[config.mk]
export PLATFORM = sky130hd
export DESIGN_NAME = ble_at_receiver
export DESIGN_NICKNAME = d
export VERILOG_FILES = /design/src/common/ble_pkg.sv /design/src/at_response/at_response_fifo.sv /design/src/at_response/handle_at_response.sv /design/src/rtl/ble_at_receiver.sv /design/src/rtl/response_reader.sv /design/src/uart_rx/uart_rx.sv
export SDC_FILE = /design/constraint.sdc
export NUM_CORES = 2
export LEC_CHECK = 0
export BUFFER_PORTS_ARGS = -buffer_cell sky130_fd_sc_hd__clkbuf_2
export CAP_MARGIN = 20
export CORE_MARGIN = 2
export CORE_UTILIZATION = 33
export CTS_BUF_LIST = sky130_fd_sc_hd__clkbuf_4 sky130_fd_sc_hd__clkbuf_8
export DETAILED_ROUTE_END_ITERATION = 6
export PLACE_DENSITY = 0.48
export SLEW_MARGIN = 20
export SYNTH_ARGS = -nofsm -noshare
export SYNTH_HDL_FRONTEND = slang
export SYNTH_HIERARCHICAL = 1
export SYNTH_SLANG_ARGS = --single-unit
[constraint.sdc]
create_clock -name clock -period 4.8 [get_ports clock]
set_input_delay 0.24 -clock clock [delete_from_list [all_inputs] [get_ports clock]]
set_output_delay 0.24 -clock clock [all_outputs]
set_load 0.02 [all_outputs]
[src/common/ble_pkg.sv]
// ############################
// Shared widths, FIFO sizing and FSM state types
// for the BLE AT response receive path
// ############################

package ble_pkg;

	// Data path widths
	localparam int BYTE_W = 8;
	localparam int WORD_W = 16;

	// uart_cpd, uart_byte_spacing
	localparam int TIMER_W = 10;

	// Gap limit holds cpd + spacing + cpd without overflow
	localparam int GAP_W = 12;

	// Receive FIFO depth in 16-bit words, 256 bytes total
	localparam int FIFO_WORDS = 128;
	localparam int PTR_W = $clog2(FIFO_WORDS);

	// Status count widths, saturating at the top
	localparam int RD_COUNT_W = 7;
	localparam int WR_COUNT_W = 8;

	// Filler for the low half of an odd final word
	localparam logic [BYTE_W-1:0] PAD_BYTE = 8'h00;

	// Serial receiver
	typedef enum logic [1:0]
	{
		RX_IDLE,
		RX_START,
		RX_DATA,
		RX_STOP
	} rx_state_t;

	// AT response handler
	typedef enum logic [1:0]
	{
		ATR_IDLE,
		ATR_COLLECTING_DATA,
		ATR_CHECKING_PACKET,
		ATR_PACKET_RECEIVED
	} atr_state_t;

	// Host word reader
	typedef enum logic [1:0]
	{
		RD_WAIT_REQ,
		RD_FETCH,
		RD_ACK,
		RD_WAIT_RELEASE
	} rd_state_t;

endpackage

[src/at_response/at_response_fifo.sv]
// ############################
// Response FIFO, byte writes packed into 16-bit words
// first byte of a pair lands in the upper half
// ############################
`timescale 1ns/1ps

module at_response_fifo import ble_pkg::*;
(
	input  logic                  clock,
	input  logic                  reset,
	input  logic                  wr_en,
	input  logic [BYTE_W-1:0]     wr_data,
	input  logic                  rd_en,
	output logic [WORD_W-1:0]     rd_data,
	output logic                  full,
	output logic                  empty,
	output logic [RD_COUNT_W-1:0] rd_count,
	output logic [WR_COUNT_W-1:0] wr_count
);

	logic [WORD_W-1:0] mem [FIFO_WORDS];

	logic [PTR_W-1:0] wr_ptr;
	logic [PTR_W-1:0] rd_ptr;

	// Complete words held, 0 to FIFO_WORDS
	logic [PTR_W:0] word_cnt;

	// Upper half waiting for its partner
	logic              staged;
	logic [BYTE_W-1:0] stage_byte;

	logic wr_ok;
	logic commit;
	logic pop;

	// Bytes arriving at a full FIFO are dropped
	assign wr_ok = wr_en && !full;
	assign commit = wr_ok && staged;
	assign pop = rd_en && !empty;

	assign full = (word_cnt == (PTR_W+1)'(FIFO_WORDS));
	assign empty = (word_cnt == '0);

	// Counts saturate at all ones, since a full FIFO overflows both widths
	assign rd_count = word_cnt[PTR_W] ? '1 : word_cnt[RD_COUNT_W-1:0];
	assign wr_count = word_cnt[PTR_W] ? '1 : {word_cnt[WR_COUNT_W-2:0], staged};

	always_ff @(posedge clock or posedge reset)
	begin
		if (reset)
		begin
			wr_ptr <= '0;
			rd_ptr <= '0;
			word_cnt <= '0;
			staged <= 1'b0;
		end
		else
		begin
			if (wr_ok)
				staged <= !staged;
			if (commit)
				wr_ptr <= wr_ptr + PTR_W'(1);
			if (pop)
				rd_ptr <= rd_ptr + PTR_W'(1);
			// Push and pop in one cycle leave the count alone
			if (commit && !pop)
				word_cnt <= word_cnt + (PTR_W+1)'(1);
			else if (pop && !commit)
				word_cnt <= word_cnt - (PTR_W+1)'(1);
		end
	end

	// Storage and read register
	always_ff @(posedge clock)
	begin
		if (wr_ok && !staged)
			stage_byte <= wr_data;
		if (commit)
			mem[wr_ptr] <= {stage_byte, wr_data};
		if (pop)
			rd_data <= mem[rd_ptr];
	end

endmodule

[src/at_response/handle_at_response.sv]
// ############################
// AT response FSM; writes bytes while armed, ends a
// response on a quiet gap and pads odd byte counts
// ############################
`timescale 1ns/1ps

module handle_at_response import ble_pkg::*;
(
	input  logic               clock,
	input  logic               reset,
	input  logic               start,
	input  logic               uart_done,
	input  logic               uart_collecting_data,
	input  logic [BYTE_W-1:0]  rx_byte,
	input  logic [TIMER_W-1:0] uart_cpd,
	input  logic [TIMER_W-1:0] uart_byte_spacing,
	output logic               wr_en,
	output logic [BYTE_W-1:0]  wr_data,
	output logic               at_response_flag
);

	atr_state_t state;
	atr_state_t state_next;

	// Gap timer
	logic [GAP_W-1:0] gap_limit;
	logic [GAP_W-1:0] gap_count;
	logic             gap_done;

	// Odd number of bytes stored in this response
	logic odd_bytes;

	logic byte_wr;
	logic pad_wr;

	// Two cpd periods cover the skew between uart_done, which comes
	// mid stop bit, and the next start edge, plus the byte spacing
	assign gap_limit = GAP_W'(uart_cpd) + GAP_W'(uart_byte_spacing) + GAP_W'(uart_cpd);
	assign gap_done = (gap_count >= gap_limit);

	// Bytes only count once armed
	assign byte_wr = uart_done && (state != ATR_IDLE);

	// Close the half word left by an odd response
	assign pad_wr = (state == ATR_PACKET_RECEIVED) && odd_bytes;

	assign wr_en = byte_wr || pad_wr;
	assign wr_data = pad_wr ? PAD_BYTE : rx_byte;

	assign at_response_flag = (state == ATR_PACKET_RECEIVED);

	always_comb
	begin
		state_next = state;
		case (state)
			ATR_IDLE:
			begin
				if (start)
					state_next = ATR_COLLECTING_DATA;
			end
			ATR_COLLECTING_DATA:
			begin
				if (uart_done)
					state_next = ATR_CHECKING_PACKET;
			end
			ATR_CHECKING_PACKET:
			begin
				// New start bit wins over an expiring timer
				if (uart_collecting_data)
					state_next = ATR_COLLECTING_DATA;
				else if (gap_done)
					state_next = ATR_PACKET_RECEIVED;
			end
			ATR_PACKET_RECEIVED:
			begin
				// Stay armed for the next response
				state_next = ATR_COLLECTING_DATA;
			end
			default:
			begin
				state_next = ATR_IDLE;
			end
		endcase
	end

	always_ff @(posedge clock or posedge reset)
	begin
		if (reset)
			state <= ATR_IDLE;
		else
			state <= state_next;
	end

	// Counts only while checking for the end of a response
	always_ff @(posedge clock or posedge reset)
	begin
		if (reset)
			gap_count <= '0;
		else if (state == ATR_CHECKING_PACKET)
			gap_count <= gap_count + GAP_W'(1);
		else
			gap_count <= '0;
	end

	// Parity restarts with every response
	always_ff @(posedge clock or posedge reset)
	begin
		if (reset)
			odd_bytes <= 1'b0;
		else if (state == ATR_PACKET_RECEIVED)
			odd_bytes <= 1'b0;
		else if (byte_wr)
			odd_bytes <= !odd_bytes;
	end

endmodule

[src/rtl/ble_at_receiver.sv]
// ############################
// BLE AT response receiver top, serial in, words out
// ############################
`timescale 1ns/1ps

module ble_at_receiver import ble_pkg::*;
(
	input  logic                  clock,
	input  logic                  reset,
	input  logic                  rx,
	input  logic                  start,
	input  logic [TIMER_W-1:0]    uart_cpd,
	input  logic [TIMER_W-1:0]    uart_byte_spacing,
	input  logic                  rd_req,
	output logic [WORD_W-1:0]     word,
	output logic                  rd_ack,
	output logic                  at_response_flag,
	output logic [RD_COUNT_W-1:0] rd_count,
	output logic [WR_COUNT_W-1:0] wr_count,
	output logic                  full,
	output logic                  empty
);

	// Receiver to handler
	logic [BYTE_W-1:0] rx_byte;
	logic              uart_done;
	logic              uart_collecting_data;

	// Handler to FIFO
	logic              wr_en;
	logic [BYTE_W-1:0] wr_data;

	// FIFO to reader
	logic              rd_en;
	logic [WORD_W-1:0] rd_data;

	uart_rx u_uart_rx
	(
		.clock                (clock),
		.reset                (reset),
		.rx                   (rx),
		.uart_cpd             (uart_cpd),
		.rx_byte              (rx_byte),
		.uart_done            (uart_done),
		.uart_collecting_data (uart_collecting_data)
	);

	handle_at_response u_handle_at_response
	(
		.clock                (clock),
		.reset                (reset),
		.start                (start),
		.uart_done            (uart_done),
		.uart_collecting_data (uart_collecting_data),
		.rx_byte              (rx_byte),
		.uart_cpd             (uart_cpd),
		.uart_byte_spacing    (uart_byte_spacing),
		.wr_en                (wr_en),
		.wr_data              (wr_data),
		.at_response_flag     (at_response_flag)
	);

	at_response_fifo u_at_response_fifo
	(
		.clock    (clock),
		.reset    (reset),
		.wr_en    (wr_en),
		.wr_data  (wr_data),
		.rd_en    (rd_en),
		.rd_data  (rd_data),
		.full     (full),
		.empty    (empty),
		.rd_count (rd_count),
		.wr_count (wr_count)
	);

	response_reader u_response_reader
	(
		.clock   (clock),
		.reset   (reset),
		.rd_req  (rd_req),
		.empty   (empty),
		.rd_data (rd_data),
		.rd_en   (rd_en),
		.rd_ack  (rd_ack),
		.word    (word)
	);

endmodule

[src/rtl/response_reader.sv]
// ############################
// Four-phase req/ack host port, one FIFO word per handshake
// ############################
`timescale 1ns/1ps

module response_reader import ble_pkg::*;
(
	input  logic              clock,
	input  logic              reset,
	input  logic              rd_req,
	input  logic              empty,
	input  logic [WORD_W-1:0] rd_data,
	output logic              rd_en,
	output logic              rd_ack,
	output logic [WORD_W-1:0] word
);

	rd_state_t state;
	rd_state_t state_next;

	// Pop as soon as a request meets a non-empty FIFO
	assign rd_en = (state == RD_WAIT_REQ) && rd_req && !empty;

	assign rd_ack = (state == RD_ACK);

	always_comb
	begin
		state_next = state;
		case (state)
			RD_WAIT_REQ:
			begin
				// Empty FIFO holds the request pending
				if (rd_en)
					state_next = RD_FETCH;
			end
			RD_FETCH:
			begin
				// rd_data valid this cycle
				state_next = RD_ACK;
			end
			RD_ACK:
			begin
				if (!rd_req)
					state_next = RD_WAIT_RELEASE;
			end
			RD_WAIT_RELEASE:
			begin
				// Ack is low again, next request may start
				state_next = RD_WAIT_REQ;
			end
			default:
			begin
				state_next = RD_WAIT_REQ;
			end
		endcase
	end

	always_ff @(posedge clock or posedge reset)
	begin
		if (reset)
			state <= RD_WAIT_REQ;
		else
			state <= state_next;
	end

	// Word held steady through the ack phase
	always_ff @(posedge clock)
	begin
		if (state == RD_FETCH)
			word <= rd_data;
	end

endmodule

[src/uart_rx/uart_rx.sv]
// ############################
// 8N1 serial receiver, bit time set at run time
// by uart_cpd clocks per bit
// ############################
`timescale 1ns/1ps

module uart_rx import ble_pkg::*;
(
	input  logic               clock,
	input  logic               reset,
	input  logic               rx,
	input  logic [TIMER_W-1:0] uart_cpd,
	output logic [BYTE_W-1:0]  rx_byte,
	output logic               uart_done,
	output logic               uart_collecting_data
);

	rx_state_t state;

	// Two-flop synchronizer plus one delayed copy for edge detect
	logic rx_meta;
	logic rx_sync;
	logic rx_prev;

	logic [TIMER_W-1:0] bit_count;
	logic [2:0]         bit_index;
	logic [BYTE_W-1:0]  shift;

	logic start_edge;
	logic bit_end;
	logic half_bit;

	// Line idles high, start bit is the first falling edge
	assign start_edge = rx_prev && !rx_sync;

	// Middle of a full bit period, counted from the previous middle
	assign bit_end = (bit_count == uart_cpd - TIMER_W'(1));

	// Middle of the start bit
	assign half_bit = (bit_count == (uart_cpd >> 1));

	always_ff @(posedge clock or posedge reset)
	begin
		if (reset)
		begin
			rx_meta <= 1'b1;
			rx_sync <= 1'b1;
			rx_prev <= 1'b1;
		end
		else
		begin
			rx_meta <= rx;
			rx_sync <= rx_meta;
			rx_prev <= rx_sync;
		end
	end

	always_ff @(posedge clock or posedge reset)
	begin
		if (reset)
		begin
			state <= RX_IDLE;
			bit_count <= '0;
			bit_index <= '0;
			uart_done <= 1'b0;
			uart_collecting_data <= 1'b0;
		end
		else
		begin
			// Single-cycle pulse by default
			uart_done <= 1'b0;
			case (state)
				RX_IDLE:
				begin
					bit_count <= '0;
					bit_index <= '0;
					if (start_edge)
					begin
						state <= RX_START;
						uart_collecting_data <= 1'b1;
					end
				end
				RX_START:
				begin
					if (half_bit)
					begin
						bit_count <= '0;
						// Glitch shorter than half a bit, back to idle
						if (rx_sync)
						begin
							state <= RX_IDLE;
							uart_collecting_data <= 1'b0;
						end
						else
							state <= RX_DATA;
					end
					else
						bit_count <= bit_count + TIMER_W'(1);
				end
				RX_DATA:
				begin
					if (bit_end)
					begin
						bit_count <= '0;
						bit_index <= bit_index + 3'd1;
						if (bit_index == 3'd7)
							state <= RX_STOP;
					end
					else
						bit_count <= bit_count + TIMER_W'(1);
				end
				RX_STOP:
				begin
					if (bit_end)
					begin
						state <= RX_IDLE;
						uart_collecting_data <= 1'b0;
						// Bad stop bit drops the byte silently
						uart_done <= rx_sync;
					end
					else
						bit_count <= bit_count + TIMER_W'(1);
				end
				default:
				begin
					state <= RX_IDLE;
					uart_collecting_data <= 1'b0;
				end
			endcase
		end
	end

	// Data bits arrive LSB first
	always_ff @(posedge clock)
	begin
		if (state == RX_DATA && bit_end)
			shift <= {rx_sync, shift[BYTE_W-1:1]};
		if (state == RX_STOP && bit_end && rx_sync)
			rx_byte <= shift;
	end

endmodule
==> flow_summary.json <==
{
  "skew_ps": 73.1,
  "cp.depth": 7,
  "highest_layer": "met5",
  "holdPathStages": 7,
  "seq_power_share_pct": 55.3,
  "met1_length_um": 108000,
  "synth.area.top_cells": "edfxtp_1, mux4_2, mux2i_1",
  "slew_headroom_pct": 20.6,
  "internal-power_uw": 29500,
  "drtAntennaViolNets": 0,
  "cpLargestDelayFamily": "compound AO/OA/AOI/OAI gates",
  "areaGrowthSynthToFinish_pct": 15.4,
  "crit_arrival_ps": 4950,
  "post-route-util_pct": 38.3,
  "hold_slack_ps": 111,
  "drtIter0Drc": 4337,
  "drive_gt1_share_pct": 28.7,
  "cts.path.max_buffers": 4,
  "cp_max_fo": 23,
  "ir_drop_v": 0.000251,
  "synth_xor_area_share_pct": 0.699,
  "yosys.cell_count.top_type": "edfxtp_1",
  "drc_errors": 0,
  "async_reset_ff_share_pct": 2.77,
  "fin_crit_sh_pct": 86.0,
  "fill_cells": 23410,
  "crit_chain": "buf_4 -> mux4_2 -> a22o_1 -> a2111oi_0 -> buf_4 -> a211oi_1 -> o32a_1",
  "timing.setup.tns_ps": 0,
  "leakagePower_uw": 0.0307,
  "end_kind": "register",
  "yosys.area.top_type": "edfxtp_1",
  "clk_latency_ps": 1090,
  "r2r-start": "u_at_response_fifo/rd_ptr[0]",
  "dp_hpwl_um": 151000,
  "netlist_area_sq_um": 85000,
  "yosys.area_share.simple_pct": 2.70,
  "finalSetupViolCount": 0,
  "start_kind": "register",
  "wl_um": 248000,
  "slew_viol_final": 0,
  "post_drt_wl_per_cell_um": 29.5,
  "min_path_type": "in2reg",
  "max_cap_viol_count": 0,
  "synthAdderAreaFrac_pct": 0.694,
  "fin_crit_ps": 4130,
  "reg2regPathDepth": 7,
  "r2r_setup_slack_ps": 670,
  "power.share.clock_pct": 43.1,
  "clockRootBuffer": "clkbuf_8",
  "hold_viol": 0,
  "grt_pass1_vias": 44917,
  "worstSetupPathType": "reg2reg",
  "clock_sinks": 2164,
  "syn_inst": 4213,
  "synth_edf_count": 2104,
  "die_h_um": 512,
  "yosys-top-cells-count": "edfxtp_1, mux4_2, mux2i_1",
  "cts.clk_slew.worst_paths_ps": 60,
  "crit_top_cell": "buf_4",
  "multi_input_area_sq_um": 19000,
  "ys.flop_type": "edfxtp_1",
  "fmax_mhz": 242,
  "crit_path_top_delay_cell": "a2111oi_0",
  "power.switching_uw": 7820,
  "portBuffers": 59,
  "rr_endpoint": "u_at_response_fifo/rd_data[11]",
  "worstHoldStart": "uart_cpd[0]",
  "synthMuxAreaShare_pct": 13.9,
  "synth-seq-area-share_pct": 76.1,
  "antenna_found_initial": 10,
  "switching_share_pct": 20.9,
  "grt_usage_pct": 18.7,
  "post_cts_resized": 0,
  "yosysWarnings": 6,
  "syn_nets": 4284,
  "wl_met3_um": 13000,
  "cts_htree_levels": 5,
  "tightest_slew_ps": 1190,
  "status": "finished clean",
  "cts_tree": "done",
  "total_power_uw": 37300,
  "p_per_area_nw_per_um2": 380,
  "row_count": 186,
  "core-area_sq_um": 256000,
  "slowest_delay_ps": 960,
  "cts_buffers": 372,
  "seqCellArea_sq_um": 64700,
  "final_nets": 4800,
  "hold_end": "u_uart_rx/bit_count[8]",
  "crit_buf_inv": 2,
  "synth_top_family_by_area": "multiplexers",
  "synth_top_area_share_pct": 74.3,
  "cp.required_ps": 5620,
  "pwr-share-comb_pct": 1.6,
  "grt_max_degree": 130,
  "synth_cell_type_count": 94,
  "synth_area_per_cell_sq_um": 20.2,
  "synth_compound_area_share_pct": 4.23,
  "crit_path_start": "u_at_response_fifo/rd_ptr[0]",
  "rsz0062_at_grt": "no",
  "die_area_sq_um": 262000,
  "via_count": 43779,
  "synth_seq_cells": 2164,
  "initial_utilization_pct": 33.2,
  "grt_overflow": 0,
  "first_pass_iters": 5,
  "grt_pass1_wl_um": 349000,
  "io_pins": 60,
  "gp_congestion": 0.810,
  "die_width_um": 512,
  "via_per_inst": 5.22,
  "met2_length_um": 120000
}
-- stage by stage --
step / worst slack [ps] / instance area [sq um] / cells
floorplan: 903 / 85000 / 4213
global placement: 722 / 90900 / 7722
detailed placement: 740 / 91000 / 7723
CTS: 735 / 98100 / 8388
global route: 622 / 98200 / 8390
finish: 673 / 98200 / 8393
-- power by group through the flow --
stage	logic (uW)	clock network (uW)	registers [uW]
6_report	614	16100	20600
5_1_grt	678	17300	20600
4_1_cts	623	16500	20600
3_5_place_dp	599	0	21000
3_3_place_gp	590	0	21000
2_1_floorplan	399	0	21000
-- layout make-up --
class	instances	area share, %
Antenna cell	5	0.0127
Clock buffer	511	6.32
Clock inverter	138	0.836
Inverter	28	0.110
Multi-Input combinational cell	1785	19.4
Sequential cell	2164	65.9
Tap cell	3384	4.31
Timing Repair Buffer	378	3.12
-- cells by family (layout without fill, tap and decap cells) --
group           count (synthesis)  after routing
flops                        2164           2164
simple gates                  496            496
other cells                     0              5
fa+ha+maj                      46             46
mux                           683            683
compound gates                493            493
xor+xnor                       67             67
buf+inv                       264           1055
-- cells in the final DEF (no fill, tap or decap), drive strengths merged, types with 6 or more instances in the layout --
cell type    Yosys  layout
edfxtp        2104    2104
clkbuf          66     570
mux4           394     394
buf            170     303
mux2i          281     281
nor2           222     222
clkinv           0     122
nand2          103     103
a21oi           85      85
a22oi           84      84
o21ai           63      63
nand3           58      58
dfrtp           57      57
a221oi          47      47
ha              44      44
a211oi          36      36
xor2            34      34
xnor2           33      33
inv             28      32
o22ai           26      26
o221ai          25      25
a22o            21      21
o211ai          18      18
nor3            18      18
dlygate4sd3      0      16
and2            16      16
or2             15      15
nor2b           15      15
a31oi           13      13
a2111oi         12      12
and3            11      11
nand4           11      11
bufinv           0       8
a21o             8       8
a41oi            8       8
o2bb2ai          8       8
mux2             8       8
a211o            6       6
-- per-layer routing --
metal	vias up	GRT usage (%)
li1	18491	-
met1	23576	25.8
met2	1387	30.5
met3	323	2.93
met4	2	5.46
met5	-	0
-- flip-flops by register name (all words and copies together) (netlist names), 2 cells and up, named ones only --
name	cells
u_uart_rx/bit_count	10
u_uart_rx/bit_index	3
u_at_response_fifo/stage_byte	8
u_at_response_fifo/word_cnt	8
u_response_reader/state	2
u_at_response_fifo/mem	2048
u_uart_rx/rx_byte	8
u_at_response_fifo/rd_ptr	7
u_handle_at_response/state	2
u_uart_rx/shift	8
u_response_reader/word	16
u_at_response_fifo/wr_ptr	7
u_at_response_fifo/rd_data	16
u_handle_at_response/gap_count	12
-- what timing repair did --
action	4_1_cts	5_1_grt
hold buffers	16	0
setup buffers	0	0
endpoints found under the hold margin	84	0
-- tightest hold or removal path, cell delays in order --
cell	delay, ps
clkbuf_2	180
xor2_1	90
o2111ai_1	110
nor2b_2	70
nand4_4	130
a21oi_2	130
o2bb2ai_1	150
-- worst max path at each step --
stage	end	slack, ps
4_1_cts	u_at_response_fifo/rd_data[5]	730
3_5_place_dp	u_at_response_fifo/rd_data[11]	740
5_1_grt	u_at_response_fifo/rd_data[5]	620
6_report	u_at_response_fifo/rd_data[11]	670
2_1_floorplan	u_at_response_fifo/word_cnt[7]	900
3_3_place_gp	u_at_response_fifo/rd_data[11]	720
No activity file was read; power rests on OpenSTA's default activity.
